<file path="config.mk">
export PLATFORM = sky130hd
export DESIGN_NAME = cart_top
export DESIGN_NICKNAME = d
export VERILOG_FILES = /design/src/verilog/cart_pkg.sv /design/src/verilog/cart_bus_if.sv /design/src/verilog/cart_ascii16.sv /design/src/verilog/cart_ascii8.sv /design/src/verilog/cart_mem_req.sv /design/src/verilog/cart_slot.sv /design/src/verilog/cart_top.sv
export VERILOG_INCLUDE_DIRS = /design/src /design/src/verilog
export SDC_FILE = /design/constraint.sdc
export NUM_CORES = 1
export LEC_CHECK = 0
export ABC_AREA = 1
export BUFFER_PORTS_ARGS = -buffer_cell sky130_fd_sc_hd__buf_4
export CORE_UTILIZATION = 62
export DETAILED_ROUTE_END_ITERATION = 10
export HOLD_SLACK_MARGIN = 0.03
export PLACE_DENSITY = 0.86
export SYNTH_ARGS = -nofsm -noshare
export SYNTH_HDL_FRONTEND = slang
export SYNTH_SLANG_ARGS = --single-unit
</file>
<file path="constraint.sdc">
create_clock -name clk -period 5.9 [get_ports clk]
set_input_delay 0.295 -clock clk [delete_from_list [all_inputs] [get_ports clk]]
set_output_delay 0.295 -clock clk [all_outputs]
set_load 0.005 [all_outputs]
</file>
<file path="src/verilog/cart_settings.svh">
`ifndef CART_SETTINGS_SVH
`define CART_SETTINGS_SVH

// Outstanding memory requests allowed, also the credit reset value
`define CART_MEM_CREDITS 2

// Credit counter width, must hold CART_MEM_CREDITS
`define CART_CREDIT_W 2

// External memory byte address width
`define CART_ADDR_W 27

`endif

</file>
<file path="src/verilog/cart_pkg.sv">
`default_nettype none

package cart_pkg;

    // Cartridge mapper kinds
    typedef enum logic [2:0] {
        MAPPER_NONE,
        MAPPER_ASCII8,
        MAPPER_ASCII16,
        MAPPER_RTYPE
    } mapper_typ_t;

    // One external memory address, seen as ROM bank/offset or SRAM offset
    typedef union packed {
        struct packed {
            logic [4:0]  pad;
            logic [7:0]  bank;
            logic [13:0] offset;
        } rom;
        struct packed {
            logic [13:0] pad;
            logic [12:0] offset;
        } sram;
    } cart_mem_addr_t;

endpackage

`default_nettype wire

</file>
<file path="src/verilog/cart_bus_if.sv">
`timescale 1ns/1ps
`default_nettype none

// CPU memory bus as seen by the cartridge slot
interface cart_bus_if ();

    logic        mreq;
    logic        rd;
    logic        wr;
    logic [7:0]  data;
    logic [15:0] addr;

    // Driven from the top level ports
    modport slot (
        output mreq, rd, wr, data, addr
    );

    // Mappers only observe the bus
    modport mapper (
        input mreq, rd, wr, data, addr
    );

endinterface

`default_nettype wire

</file>
<file path="src/verilog/cart_ascii16.sv">
`timescale 1ns/1ps
`default_nettype none

module cart_ascii16 import cart_pkg::*; (
    input  wire            clk,
    input  wire            reset,
    cart_bus_if.mapper     bus,
    input  wire     [24:0] rom_size,
    input  wire     [15:0] sram_size,
    input  mapper_typ_t    mapper,
    input  wire            mapper_id,
    output cart_mem_addr_t mem_addr,
    output logic           mem_rnw,
    output logic           ram_cs,
    output logic           sram_cs
);

    logic        mapped;
    logic        mapper_en;
    logic        mode_rtype;
    logic        cs;
    logic        sram_exists;
    logic [7:0]  bank0 [2];
    logic [7:0]  bank1 [2];
    logic [1:0]  sram_enable [2];
    logic [7:0]  bank_base;
    logic        sram_en;
    logic [21:0] rom_addr;
    logic        rom_valid;

    // Window 4000-BFFF only
    assign mapped      = ^bus.addr[15:14];
    assign mapper_en   = (mapper == MAPPER_ASCII16) || (mapper == MAPPER_RTYPE);
    assign mode_rtype  = (mapper == MAPPER_RTYPE);
    assign cs          = mapped & mapper_en & bus.mreq;
    assign sram_exists = (sram_size != 16'd0);

    always_ff @(posedge clk) begin
        if (reset) begin
            bank0       <= '{8'h00, 8'h00};
            bank1       <= '{8'h00, 8'h00};
            sram_enable <= '{2'b00, 2'b00};
        end else if (cs && bus.wr) begin
            if (mode_rtype) begin
                // R-Type only switches the upper window
                if (bus.addr[15:12] == 4'b0111) begin
                    bank1[mapper_id] <= bus.data & (bus.data[4] ? 8'h17 : 8'h1F);
                end
            end else begin
                case (bus.addr[15:11])
                    5'b01100: begin
                        if (bus.data == 8'h10 && sram_exists) begin
                            sram_enable[mapper_id][0] <= 1'b1;
                        end else begin
                            sram_enable[mapper_id][0] <= 1'b0;
                            bank0[mapper_id]          <= bus.data;
                        end
                    end
                    5'b01110: begin
                        if (bus.data == 8'h10 && sram_exists) begin
                            sram_enable[mapper_id][1] <= 1'b1;
                        end else begin
                            sram_enable[mapper_id][1] <= 1'b0;
                            bank1[mapper_id]          <= bus.data;
                        end
                    end
                    default: ;
                endcase
            end
        end
    end

    // Lower window is pinned to bank 0Fh in R-Type mode
    assign bank_base = bus.addr[15] ? bank1[mapper_id] :
                       (mode_rtype ? 8'h0F : bank0[mapper_id]);
    assign sram_en   = ~mode_rtype & sram_enable[mapper_id][bus.addr[15]];
    assign rom_addr  = {bank_base, bus.addr[13:0]};
    assign rom_valid = ({3'b000, rom_addr} < rom_size);

    // SRAM is writable only in the upper window
    assign sram_cs = cs & sram_en & (bus.rd | (bus.wr & bus.addr[15]));
    assign ram_cs  = cs & ~sram_en & rom_valid & bus.rd;
    assign mem_rnw = ~(sram_cs & bus.wr);

    always_comb begin
        mem_addr = '1;
        if (cs) begin
            if (sram_en) begin
                mem_addr.sram.pad    = '0;
                mem_addr.sram.offset = (sram_size > 16'd2) ? bus.addr[12:0] :
                                       {2'b00, bus.addr[10:0]};
            end else begin
                mem_addr.rom.pad    = '0;
                mem_addr.rom.bank   = bank_base;
                mem_addr.rom.offset = bus.addr[13:0];
            end
        end
    end

    // A ROM select always points inside the cartridge image
    a_rom_in_range: assert property (@(posedge clk) disable iff (reset)
        ram_cs |-> (mem_addr < {2'b00, rom_size}));

endmodule

`default_nettype wire

</file>
<file path="src/verilog/cart_ascii8.sv">
`timescale 1ns/1ps
`default_nettype none

module cart_ascii8 import cart_pkg::*; (
    input  wire            clk,
    input  wire            reset,
    cart_bus_if.mapper     bus,
    input  wire     [24:0] rom_size,
    input  wire     [15:0] sram_size,
    input  mapper_typ_t    mapper,
    input  wire            mapper_id,
    output cart_mem_addr_t mem_addr,
    output logic           mem_rnw,
    output logic           ram_cs,
    output logic           sram_cs
);

    logic        mapped;
    logic        cs;
    logic        sram_exists;
    logic [7:0]  bank [2][4];
    logic [3:0]  sram_enable [2];
    logic [1:0]  window;
    logic [7:0]  bank_sel;
    logic        sram_en;
    logic [20:0] rom_addr;
    logic        rom_valid;

    assign mapped      = ^bus.addr[15:14];
    assign cs          = mapped & (mapper == MAPPER_ASCII8) & bus.mreq;
    assign sram_exists = (sram_size != 16'd0);

    // Registers at 6000, 6800, 7000 and 7800
    always_ff @(posedge clk) begin
        if (reset) begin
            for (int i = 0; i < 2; i++) begin
                for (int w = 0; w < 4; w++) begin
                    bank[i][w] <= 8'h00;
                end
                sram_enable[i] <= 4'b0000;
            end
        end else if (cs && bus.wr && bus.addr[15:13] == 3'b011) begin
            if (bus.data >= 8'h20 && sram_exists) begin
                sram_enable[mapper_id][bus.addr[12:11]] <= 1'b1;
            end else begin
                sram_enable[mapper_id][bus.addr[12:11]] <= 1'b0;
                bank[mapper_id][bus.addr[12:11]]        <= bus.data;
            end
        end
    end

    // 4000->0, 6000->1, 8000->2, A000->3
    assign window    = {bus.addr[15], bus.addr[13]};
    assign bank_sel  = bank[mapper_id][window];
    assign sram_en   = sram_enable[mapper_id][window];
    assign rom_addr  = {bank_sel, bus.addr[12:0]};
    assign rom_valid = ({4'b0000, rom_addr} < rom_size);

    assign sram_cs = cs & sram_en & (bus.rd | (bus.wr & bus.addr[15]));
    assign ram_cs  = cs & ~sram_en & rom_valid & bus.rd;
    assign mem_rnw = ~(sram_cs & bus.wr);

    always_comb begin
        mem_addr = '1;
        if (cs) begin
            if (sram_en) begin
                mem_addr.sram.pad    = '0;
                mem_addr.sram.offset = (sram_size > 16'd2) ? bus.addr[12:0] :
                                       {2'b00, bus.addr[10:0]};
            end else begin
                // 8 KB banks, low bank bit lands in the 14-bit offset
                mem_addr.rom.pad    = '0;
                mem_addr.rom.bank   = {1'b0, bank_sel[7:1]};
                mem_addr.rom.offset = {bank_sel[0], bus.addr[12:0]};
            end
        end
    end

    // Split bank placement must still land inside the ROM image
    a_rom_in_range: assert property (@(posedge clk) disable iff (reset)
        ram_cs |-> (mem_addr < {2'b00, rom_size}));

endmodule

`default_nettype wire

</file>
<file path="src/verilog/cart_mem_req.sv">
`timescale 1ns/1ps
`default_nettype none
`include "cart_settings.svh"

module cart_mem_req import cart_pkg::*; (
    input  wire                     clk,
    input  wire                     reset,
    input  wire                     hit,
    input  wire                     is_sram,
    input  wire                     rd,
    input  wire                     wr,
    input  wire  [7:0]              wdata,
    input  cart_mem_addr_t          addr,
    input  wire                     rnw,
    input  wire                     mem_credit_return,
    output logic                    cpu_wait,
    output logic                    mem_req_valid,
    output logic [`CART_ADDR_W-1:0] mem_req_addr,
    output logic                    mem_req_rnw,
    output logic                    mem_req_sram,
    output logic [7:0]              mem_req_wdata
);

    logic                     active;
    logic                     active_q;
    logic                     start;
    logic                     pending;
    logic [`CART_CREDIT_W-1:0] credits;
    logic [`CART_CREDIT_W:0]   credit_next;
    logic                     can_issue;

    assign active = hit & (rd | wr);
    assign start  = active & ~active_q;

    // Credit is spent in the cycle the request is on the bus
    assign credit_next = {1'b0, credits}
                       + {{`CART_CREDIT_W{1'b0}}, mem_credit_return}
                       - {{`CART_CREDIT_W{1'b0}}, mem_req_valid};
    assign can_issue   = (credit_next != '0);

    always_ff @(posedge clk) begin
        if (reset) begin
            credits       <= `CART_CREDIT_W'(`CART_MEM_CREDITS);
            active_q      <= 1'b0;
            pending       <= 1'b0;
            mem_req_valid <= 1'b0;
        end else begin
            credits       <= credit_next[`CART_CREDIT_W-1:0];
            active_q      <= active;
            mem_req_valid <= 1'b0;
            if (pending) begin
                if (can_issue) begin
                    pending       <= 1'b0;
                    mem_req_valid <= 1'b1;
                end
            end else if (start) begin
                if (can_issue) begin
                    mem_req_valid <= 1'b1;
                end else begin
                    pending <= 1'b1;
                end
            end
        end
    end

    // Request fields are frozen at access start
    always_ff @(posedge clk) begin
        if (start && !pending) begin
            mem_req_addr  <= addr;
            mem_req_rnw   <= rnw;
            mem_req_sram  <= is_sram;
            mem_req_wdata <= wdata;
        end
    end

    assign cpu_wait = pending;

    a_credit_max: assert property (@(posedge clk) disable iff (reset)
        credits <= `CART_MEM_CREDITS);

    a_no_req_without_credit: assert property (@(posedge clk) disable iff (reset)
        !(mem_req_valid && credits == '0));

endmodule

`default_nettype wire

</file>
<file path="src/verilog/cart_slot.sv">
`timescale 1ns/1ps
`default_nettype none

module cart_slot import cart_pkg::*; (
    cart_bus_if.mapper     bus,
    input  wire     [24:0] rom_size,
    input  wire     [15:0] sram_size,
    input  mapper_typ_t    mapper,
    input  wire            mapper_id,
    input  wire            clk,
    input  wire            reset,
    output logic           hit,
    output logic           is_sram,
    output cart_mem_addr_t mem_addr,
    output logic           mem_rnw
);

    cart_mem_addr_t a16_addr;
    cart_mem_addr_t a8_addr;
    logic           a16_rnw;
    logic           a8_rnw;
    logic           a16_ram_cs;
    logic           a16_sram_cs;
    logic           a8_ram_cs;
    logic           a8_sram_cs;

    cart_ascii16 i_ascii16 (
        .clk       (clk),
        .reset     (reset),
        .bus       (bus),
        .rom_size  (rom_size),
        .sram_size (sram_size),
        .mapper    (mapper),
        .mapper_id (mapper_id),
        .mem_addr  (a16_addr),
        .mem_rnw   (a16_rnw),
        .ram_cs    (a16_ram_cs),
        .sram_cs   (a16_sram_cs)
    );

    cart_ascii8 i_ascii8 (
        .clk       (clk),
        .reset     (reset),
        .bus       (bus),
        .rom_size  (rom_size),
        .sram_size (sram_size),
        .mapper    (mapper),
        .mapper_id (mapper_id),
        .mem_addr  (a8_addr),
        .mem_rnw   (a8_rnw),
        .ram_cs    (a8_ram_cs),
        .sram_cs   (a8_sram_cs)
    );

    // Idle mappers keep their selects low, so OR is enough
    assign hit     = a16_ram_cs | a16_sram_cs | a8_ram_cs | a8_sram_cs;
    assign is_sram = a16_sram_cs | a8_sram_cs;

    // New mapper types add a select term here
    assign mem_addr = (mapper == MAPPER_ASCII8) ? a8_addr : a16_addr;
    assign mem_rnw  = (mapper == MAPPER_ASCII8) ? a8_rnw : a16_rnw;

endmodule

`default_nettype wire

</file>
<file path="src/verilog/cart_top.sv">
`timescale 1ns/1ps
`default_nettype none
`include "cart_settings.svh"

module cart_top import cart_pkg::*; (
    input  wire                    clk,
    input  wire                    reset,
    input  wire                    cpu_mreq,
    input  wire                    cpu_rd,
    input  wire                    cpu_wr,
    input  wire [7:0]              cpu_data,
    input  wire [15:0]             cpu_addr,
    input  wire [24:0]             rom_size,
    input  wire [15:0]             sram_size,
    input  mapper_typ_t            mapper,
    input  wire                    mapper_id,
    input  wire                    mem_credit_return,
    output wire                    cpu_wait,
    output wire                    mem_req_valid,
    output wire [`CART_ADDR_W-1:0] mem_req_addr,
    output wire                    mem_req_rnw,
    output wire                    mem_req_sram,
    output wire [7:0]              mem_req_wdata
);

    cart_mem_addr_t mem_addr;
    wire            hit;
    wire            is_sram;
    wire            mem_rnw;

    cart_bus_if bus ();

    assign bus.mreq = cpu_mreq;
    assign bus.rd   = cpu_rd;
    assign bus.wr   = cpu_wr;
    assign bus.data = cpu_data;
    assign bus.addr = cpu_addr;

    cart_slot i_slot (
        .bus       (bus.mapper),
        .rom_size  (rom_size),
        .sram_size (sram_size),
        .mapper    (mapper),
        .mapper_id (mapper_id),
        .clk       (clk),
        .reset     (reset),
        .hit       (hit),
        .is_sram   (is_sram),
        .mem_addr  (mem_addr),
        .mem_rnw   (mem_rnw)
    );

    cart_mem_req i_mem_req (
        .clk               (clk),
        .reset             (reset),
        .hit               (hit),
        .is_sram           (is_sram),
        .rd                (bus.rd),
        .wr                (bus.wr),
        .wdata             (bus.data),
        .addr              (mem_addr),
        .rnw               (mem_rnw),
        .mem_credit_return (mem_credit_return),
        .cpu_wait          (cpu_wait),
        .mem_req_valid     (mem_req_valid),
        .mem_req_addr      (mem_req_addr),
        .mem_req_rnw       (mem_req_rnw),
        .mem_req_sram      (mem_req_sram),
        .mem_req_wdata     (mem_req_wdata)
    );

endmodule

`default_nettype wire
</file>
[After elaboration in Yosys (flattened, before gate mapping)]
Memory sizes are Yosys's and may differ from the RTL's.
Index checks and enable logic that the tools add are counted.
Cells by class
  add/sub/neg operators: 2
  order comparisons: 13
  eq/ne operators: 10
  mux-type cells: 73
  bitwise operators: 47
  reduce and logical (&&, ||, !) cells: 21
Operators by type and width (count)
  2-to-1 mux 32 bit: 3
  2-to-1 mux 8 bit: 12
  2-to-1 mux 27 bit: 3
  2-to-1 mux 16 bit: 4
  bitwise mux 16 bit: 3
  OR reduction 32 bit: 1
  2-to-1 mux 4 bit: 7
  2-to-1 mux 1 bit: 26
  less-than comparator 21 x 25 -> 1 bit: 1
  less-than comparator 22 x 25 -> 1 bit: 1
  2-to-1 mux 22 bit: 1
  2-to-1 mux 21 bit: 1
  AND 1 bit: 20
  binary-select mux 8 bit (select 2 bit): 1
  demux 8 bit (select 2 bit): 1
  greater-than comparator 16 x 2 -> 1 bit, second input constant: 1
  nonzero test 16 bit: 1
  2-to-1 mux 13 bit: 1
  equality test 5 x 4 -> 1 bit, second input constant: 2
  OR 1 bit: 10
  equality test 3 x 2 -> 1 bit, second input constant: 3
  logical AND 1 bit: 9
  AND 4 bit: 2
  AND 8 x 5 -> 8 bit: 1
  other kinds (34): 51
Storage, ports and cells
  register bits after elaboration: 78
  memory bits (writable): 72
  bits of input ports: 75
  output and inout port bits: 39
  word-level logic and storage cells: 182
  memories: 2
Memories
  i_slot.i_ascii8.bank: depth 2, width 32, read ports 1, clocked after Yosys merged registers in 0, wr ports 2, line cart_ascii8.sv:21  | logic [7:0] bank [2][4];
  i_slot.i_ascii8.sram_enable: depth 2, width 4, read ports 1, clocked after Yosys merged registers in 0, wr ports 2, line cart_ascii8.sv:22  | logic [3:0] sram_enable [2];

[Longest topological paths before layout]
  word-level depth: 18
  depth in mapped cells: 21
  depth with buffers taken out: 19

[By module]
Synthesis repeated with hierarchy kept, for this count alone.
Unflattened totals
  cell total of the unflattened synthesis: 1117
  area, all modules: 9029.9 µm²
Modules (own cells, without submodules)
  cart_ascii8: times used 1, cells each 493, area each 4255.3 µm², seq. area each 2162.1 µm²
  cart_ascii16: times used 1, cells each 448, area each 2834.0 µm², seq. area each 720.7 µm²
  cart_mem_req: times used 1, cells each 73, area each 1376.3 µm², seq. area each 1211.2 µm²
  cart_slot: times used 1, cells each 103, area each 564.3 µm², seq. area each 0.0 µm²

[Worst setup path before layout]
OpenSTA, ideal clock, no wires.
  path type: input port to flip-flop
  start: input mapper_id
  end: register i_mem_req.mem_req_addr[0], enable pin
  setup time: 0.423 ns
  arrival: 3.361 ns
  required time: 5.477 ns
  slack: 2.116 ns
  cell stages on the path: 19
  buffers on the path: 2
  cell sequence: inv_2 > buf_6 > clkbuf_1 > nor2_1 > o22ai_1 > nand2_1 > nand2_1 > ha_1 > nand2_1 > inv_1 > nand2_1 > nand2_1 > nand2_1 > nand2_1 > nor2_1 > nand3_1 > nand3_1 > nand3_2 > nor2_1
Between the ends
  cells in the longest elaborated chain, start to end: 17
  elaborated cells between the ends (all ways): 42
  those cells by class: 2 x order compare; 18 x mux; 19 x bitwise; 1 x reduce/logical; 2 x memory
Ends and longest elaborated chain
  start, declared: line cart_top.sv:16  | input wire mapper_id,
  branches (longest 13 deep; another with less-than comparator 22 x 25 -> 1 bit)
  OR 1 bit (*): line cart_slot.sv:56  | assign hit = a16_ram_cs | a16_sram_cs | a8_ram_cs | a8_sram_cs;
  AND 1 bit (*): line cart_mem_req.sv:32  | assign active = hit & (rd | wr);
  AND 1 bit (*): line cart_mem_req.sv:33  | assign start = active & ~active_q;
  logical AND 1 bit (*): line cart_mem_req.sv:68  | if (start && !pending) begin
  end signal, assigned: line cart_mem_req.sv:69  | mem_req_addr <= addr;
  end, declared: line cart_mem_req.sv:18  | output logic [`CART_ADDR_W-1:0] mem_req_addr,
Every way passes the cells marked *. The select of a mux whose other input is x is not followed.
A chain may end at the register's enable or synchronous reset.

[Worst setup path in the final report]
  start: input mapper_id
  end: register i_mem_req.mem_req_addr[3], enable pin
Same word-level chain as after synthesis.

==> results.md <==
* Commonest non-fill, non-tap cells in the layout: 150 x nand2_1, 146 x nor2_1, 116 x buf_4
* Most common cell after layout, fill and taps aside: nand2_1
* Ys async rst share at 0
* Layout cells sized above 1 at 0.2267
* Vias at between 6000 and 7000
* Pre-CTS setup slack at roughly 1600 ps
* Yosys warns at 0
* Worst path arrival time at 4000 ps
* Initial antenna violation count at 0
* Die width at 113.7 µm
* Non-Filler Instances at 1143
* # placed instances at ~1100
* Final nets at approximately 1100
* Hold Buf Count CTS at 0
* Minimum clock period at ~4000 ps
* Dpl hpwl at 13700 µm
* IO buf count at 113
* Crit. End Element: flip-flop
* Aggregate global routing overflow at 0
* Kind of critical path: input port to flip-flop
* Hold Vio Cnt, Final at 0
* EDFF count, synth at 105
* Max Clk Rate at around 250 MHz
* Startpoint types: input port
* Max-slew violations at 0
* CTS resizes at 0
* Status: complete, no violations
* Final worst setup slack at 1952 ps
* Setup repair after global routing missed its margin: no
* Setup bufs post-CTS at 0
* Height of the die at 113.7 µm
* H-tree Lvls at 4
* Final Cycle Share at 0.6692
* Peak supply drop at around 0.00022 V
* Routed Antenna Nets at 0
* Overall routing resource usage at 0.3246
* Clock transition at path regs at 60 ps
* Final WL at between 20000 and 25000 µm
* Yosys cell types at between 40 and 50
* Vias per cell at 5.689
* Worst Hold Class: input port to flip-flop
* Post-Synthesis Cell Area at around 7700 µm²
* FF-to-FF setup slack at approximately 2800 ps
* Register area share after synthesis at 0.5140
* Setup TNS at 0 ps
* Diode count at 0
* 1st-pass router iterations at 5
* # fillers at 806
* Clock sinks at 146
* Flops & latches, synth at ~150
* First-pass GRT wire length at 31220 µm
* Syn avg cell area at 8.969 µm²
* Area growth from synthesis to layout at 19.26%
* Starting density of the core at 0.6410
* Slew HR at 0.1332
* Num CTS Buffers at 17
* Synth Flop Type: edfxtp_1
* Clock Latency Late Sink at between 400 and 500 ps
* CTS Buffer Depth at 2
* Vias in the first global route at 6121
* Pin count of the biggest net entering global routing at a little under 70
* Core Box Area at 12060 µm²
* Die Footprint at 12920 µm²
* First DRT Iteration DRCs at 650
* Max Cap Viol at 0
* Crit Path Max Fanout at 68
* Synthesized net count at between 900 and 1000
* Power Density at around 270 nW/µm²
* # IOs at 114
* DRC errors left at 0
* Leak pwr at 4.008 nW
* Hold Worst Slack at about 60 ps
* Row count at 40
* Post-layout util at 0.7644
* Root buf cell: clkbuf_16
* Cells after synthesis at around 860
* GPL Wtd Cong at 0.9240
* Finish-stage setup viols at 0
* Least-Margin Pin Slew at 1287 ps
* Clock Skews at ~5.4 ps
* Worst EP required at 5950 ps
* CTS tree: built
* DR WL/cell at 17.55 µm
[synthesized netlist by cell type (all sizes together), types with 8 or more instances]
library cell,instances,share of area
clkinv,8,0.0042
edfxtp,105,0.41
buf,19,0.018
a21oi,50,0.033
ha,32,0.052
o22ai,16,0.013
nor2,156,0.086
inv,105,0.051
o21ai,58,0.038
clkbuf,16,0.0078
nor3,12,0.0097
or2,11,0.0089
nand2,163,0.087
a211oi,18,0.022
dfxtp,41,0.11
nand3,27,0.022
[flip-flops by register name (all words and copies together) (netlist names), named ones only]
signal,count
i_slot.i_ascii16.sram_enable,4
i_mem_req.credits,2
i_mem_req.mem_req_sram,1
i_mem_req.mem_req_addr,23
i_slot.i_ascii16.bank0,16
i_mem_req.active_q,1
i_slot.i_ascii16.bank1,8
i_slot.i_ascii8.sram_enable,8
i_mem_req.mem_req_valid,1
i_mem_req.mem_req_wdata,8
i_mem_req.cpu_wait,1
i_slot.i_ascii8.bank,64
i_mem_req.mem_req_rnw,1
[report_power, final]
| group | leakage [nW] | internal [mW] | switching [mW] | total [mW] |
|---|---|---|---|---|
| logic | 2.38 | 0.0995 | 0.173 | 0.273 |
| clock network | 0.293 | 0.701 | 0.403 | 1.10 |
| registers | 1.34 | 1.13 | 0.0106 | 1.14 |
[worst paths after layout]
path | from | to | cells past startpoint
setup / recovery | mapper_id | i_mem_req.mem_req_addr[3] | 18
hold reg to reg | flip-flop | flip-flop | 2
hold / removal | cpu_data[6] | i_mem_req.mem_req_wdata[6] | 1
setup reg to reg | i_slot.i_ascii8.bank[0][21] | i_mem_req.mem_req_addr[3] | 16
[metrics by stage]
step | area, µm² | power (mW)
6_report | 9220 | 2.518
3_5_place_dp | 8620 | 1.428
2_1_floorplan | 7731 | 1.318
4_1_cts | 9220 | 2.512
5_1_grt | 9220 | 2.593
3_3_place_gp | 8620 | 1.417
[worst max-delay path, cell delays in order]
cell and delay [ps]:
buf_4 550, inv_2 620, o21ai_0 430, o22ai_1 130, nand2_1 70, nand2_1 80
ha_1 280, nand2_1 90, inv_1 40, nand2_1 50, nand2_1 50, nand2_1 50
nand2_1 50, nor2_1 100, nand3_1 90, nand3_1 120, nand3_2 120, nor2_4 740
[per-layer routing]
| layer | GRT usage | up-vias | share of wire |
|---|---|---|---|
| met3 | 0.08448 | 79 | 0.11 |
| met2 | 0.5362 | 412 | 0.47 |
| li1 | - | 3080 | - |
| met5 | 0 | - | 0 |
| met1 | 0.4024 | 2932 | 0.38 |
| met4 | 0.1447 | 0 | 0.037 |
[logic make-up after synthesis]
group / count (synthesis) / synth area share
and+or+nand+nor: 379 / 0.2296
AOI/OAI and AO/OA: 156 / 0.1209
buffers and inverters: 148 / 0.08108
DFF: 146 / 0.5140
adders and majority gates: 33 / 0.05438
[area by class of cell]
class	count	area, µm²	area share
inverters	113	426.7	0.04627
clock inverters	12	163.9	0.01778
multi-input cells	568	3138	0.3403
repair buffers	116	870.8	0.09445
flip-flops and latches	146	3974	0.4310
clock buffers	20	436.7	0.04736
well taps	168	210.2	0.02280
(Power assumes the default switching activity.)
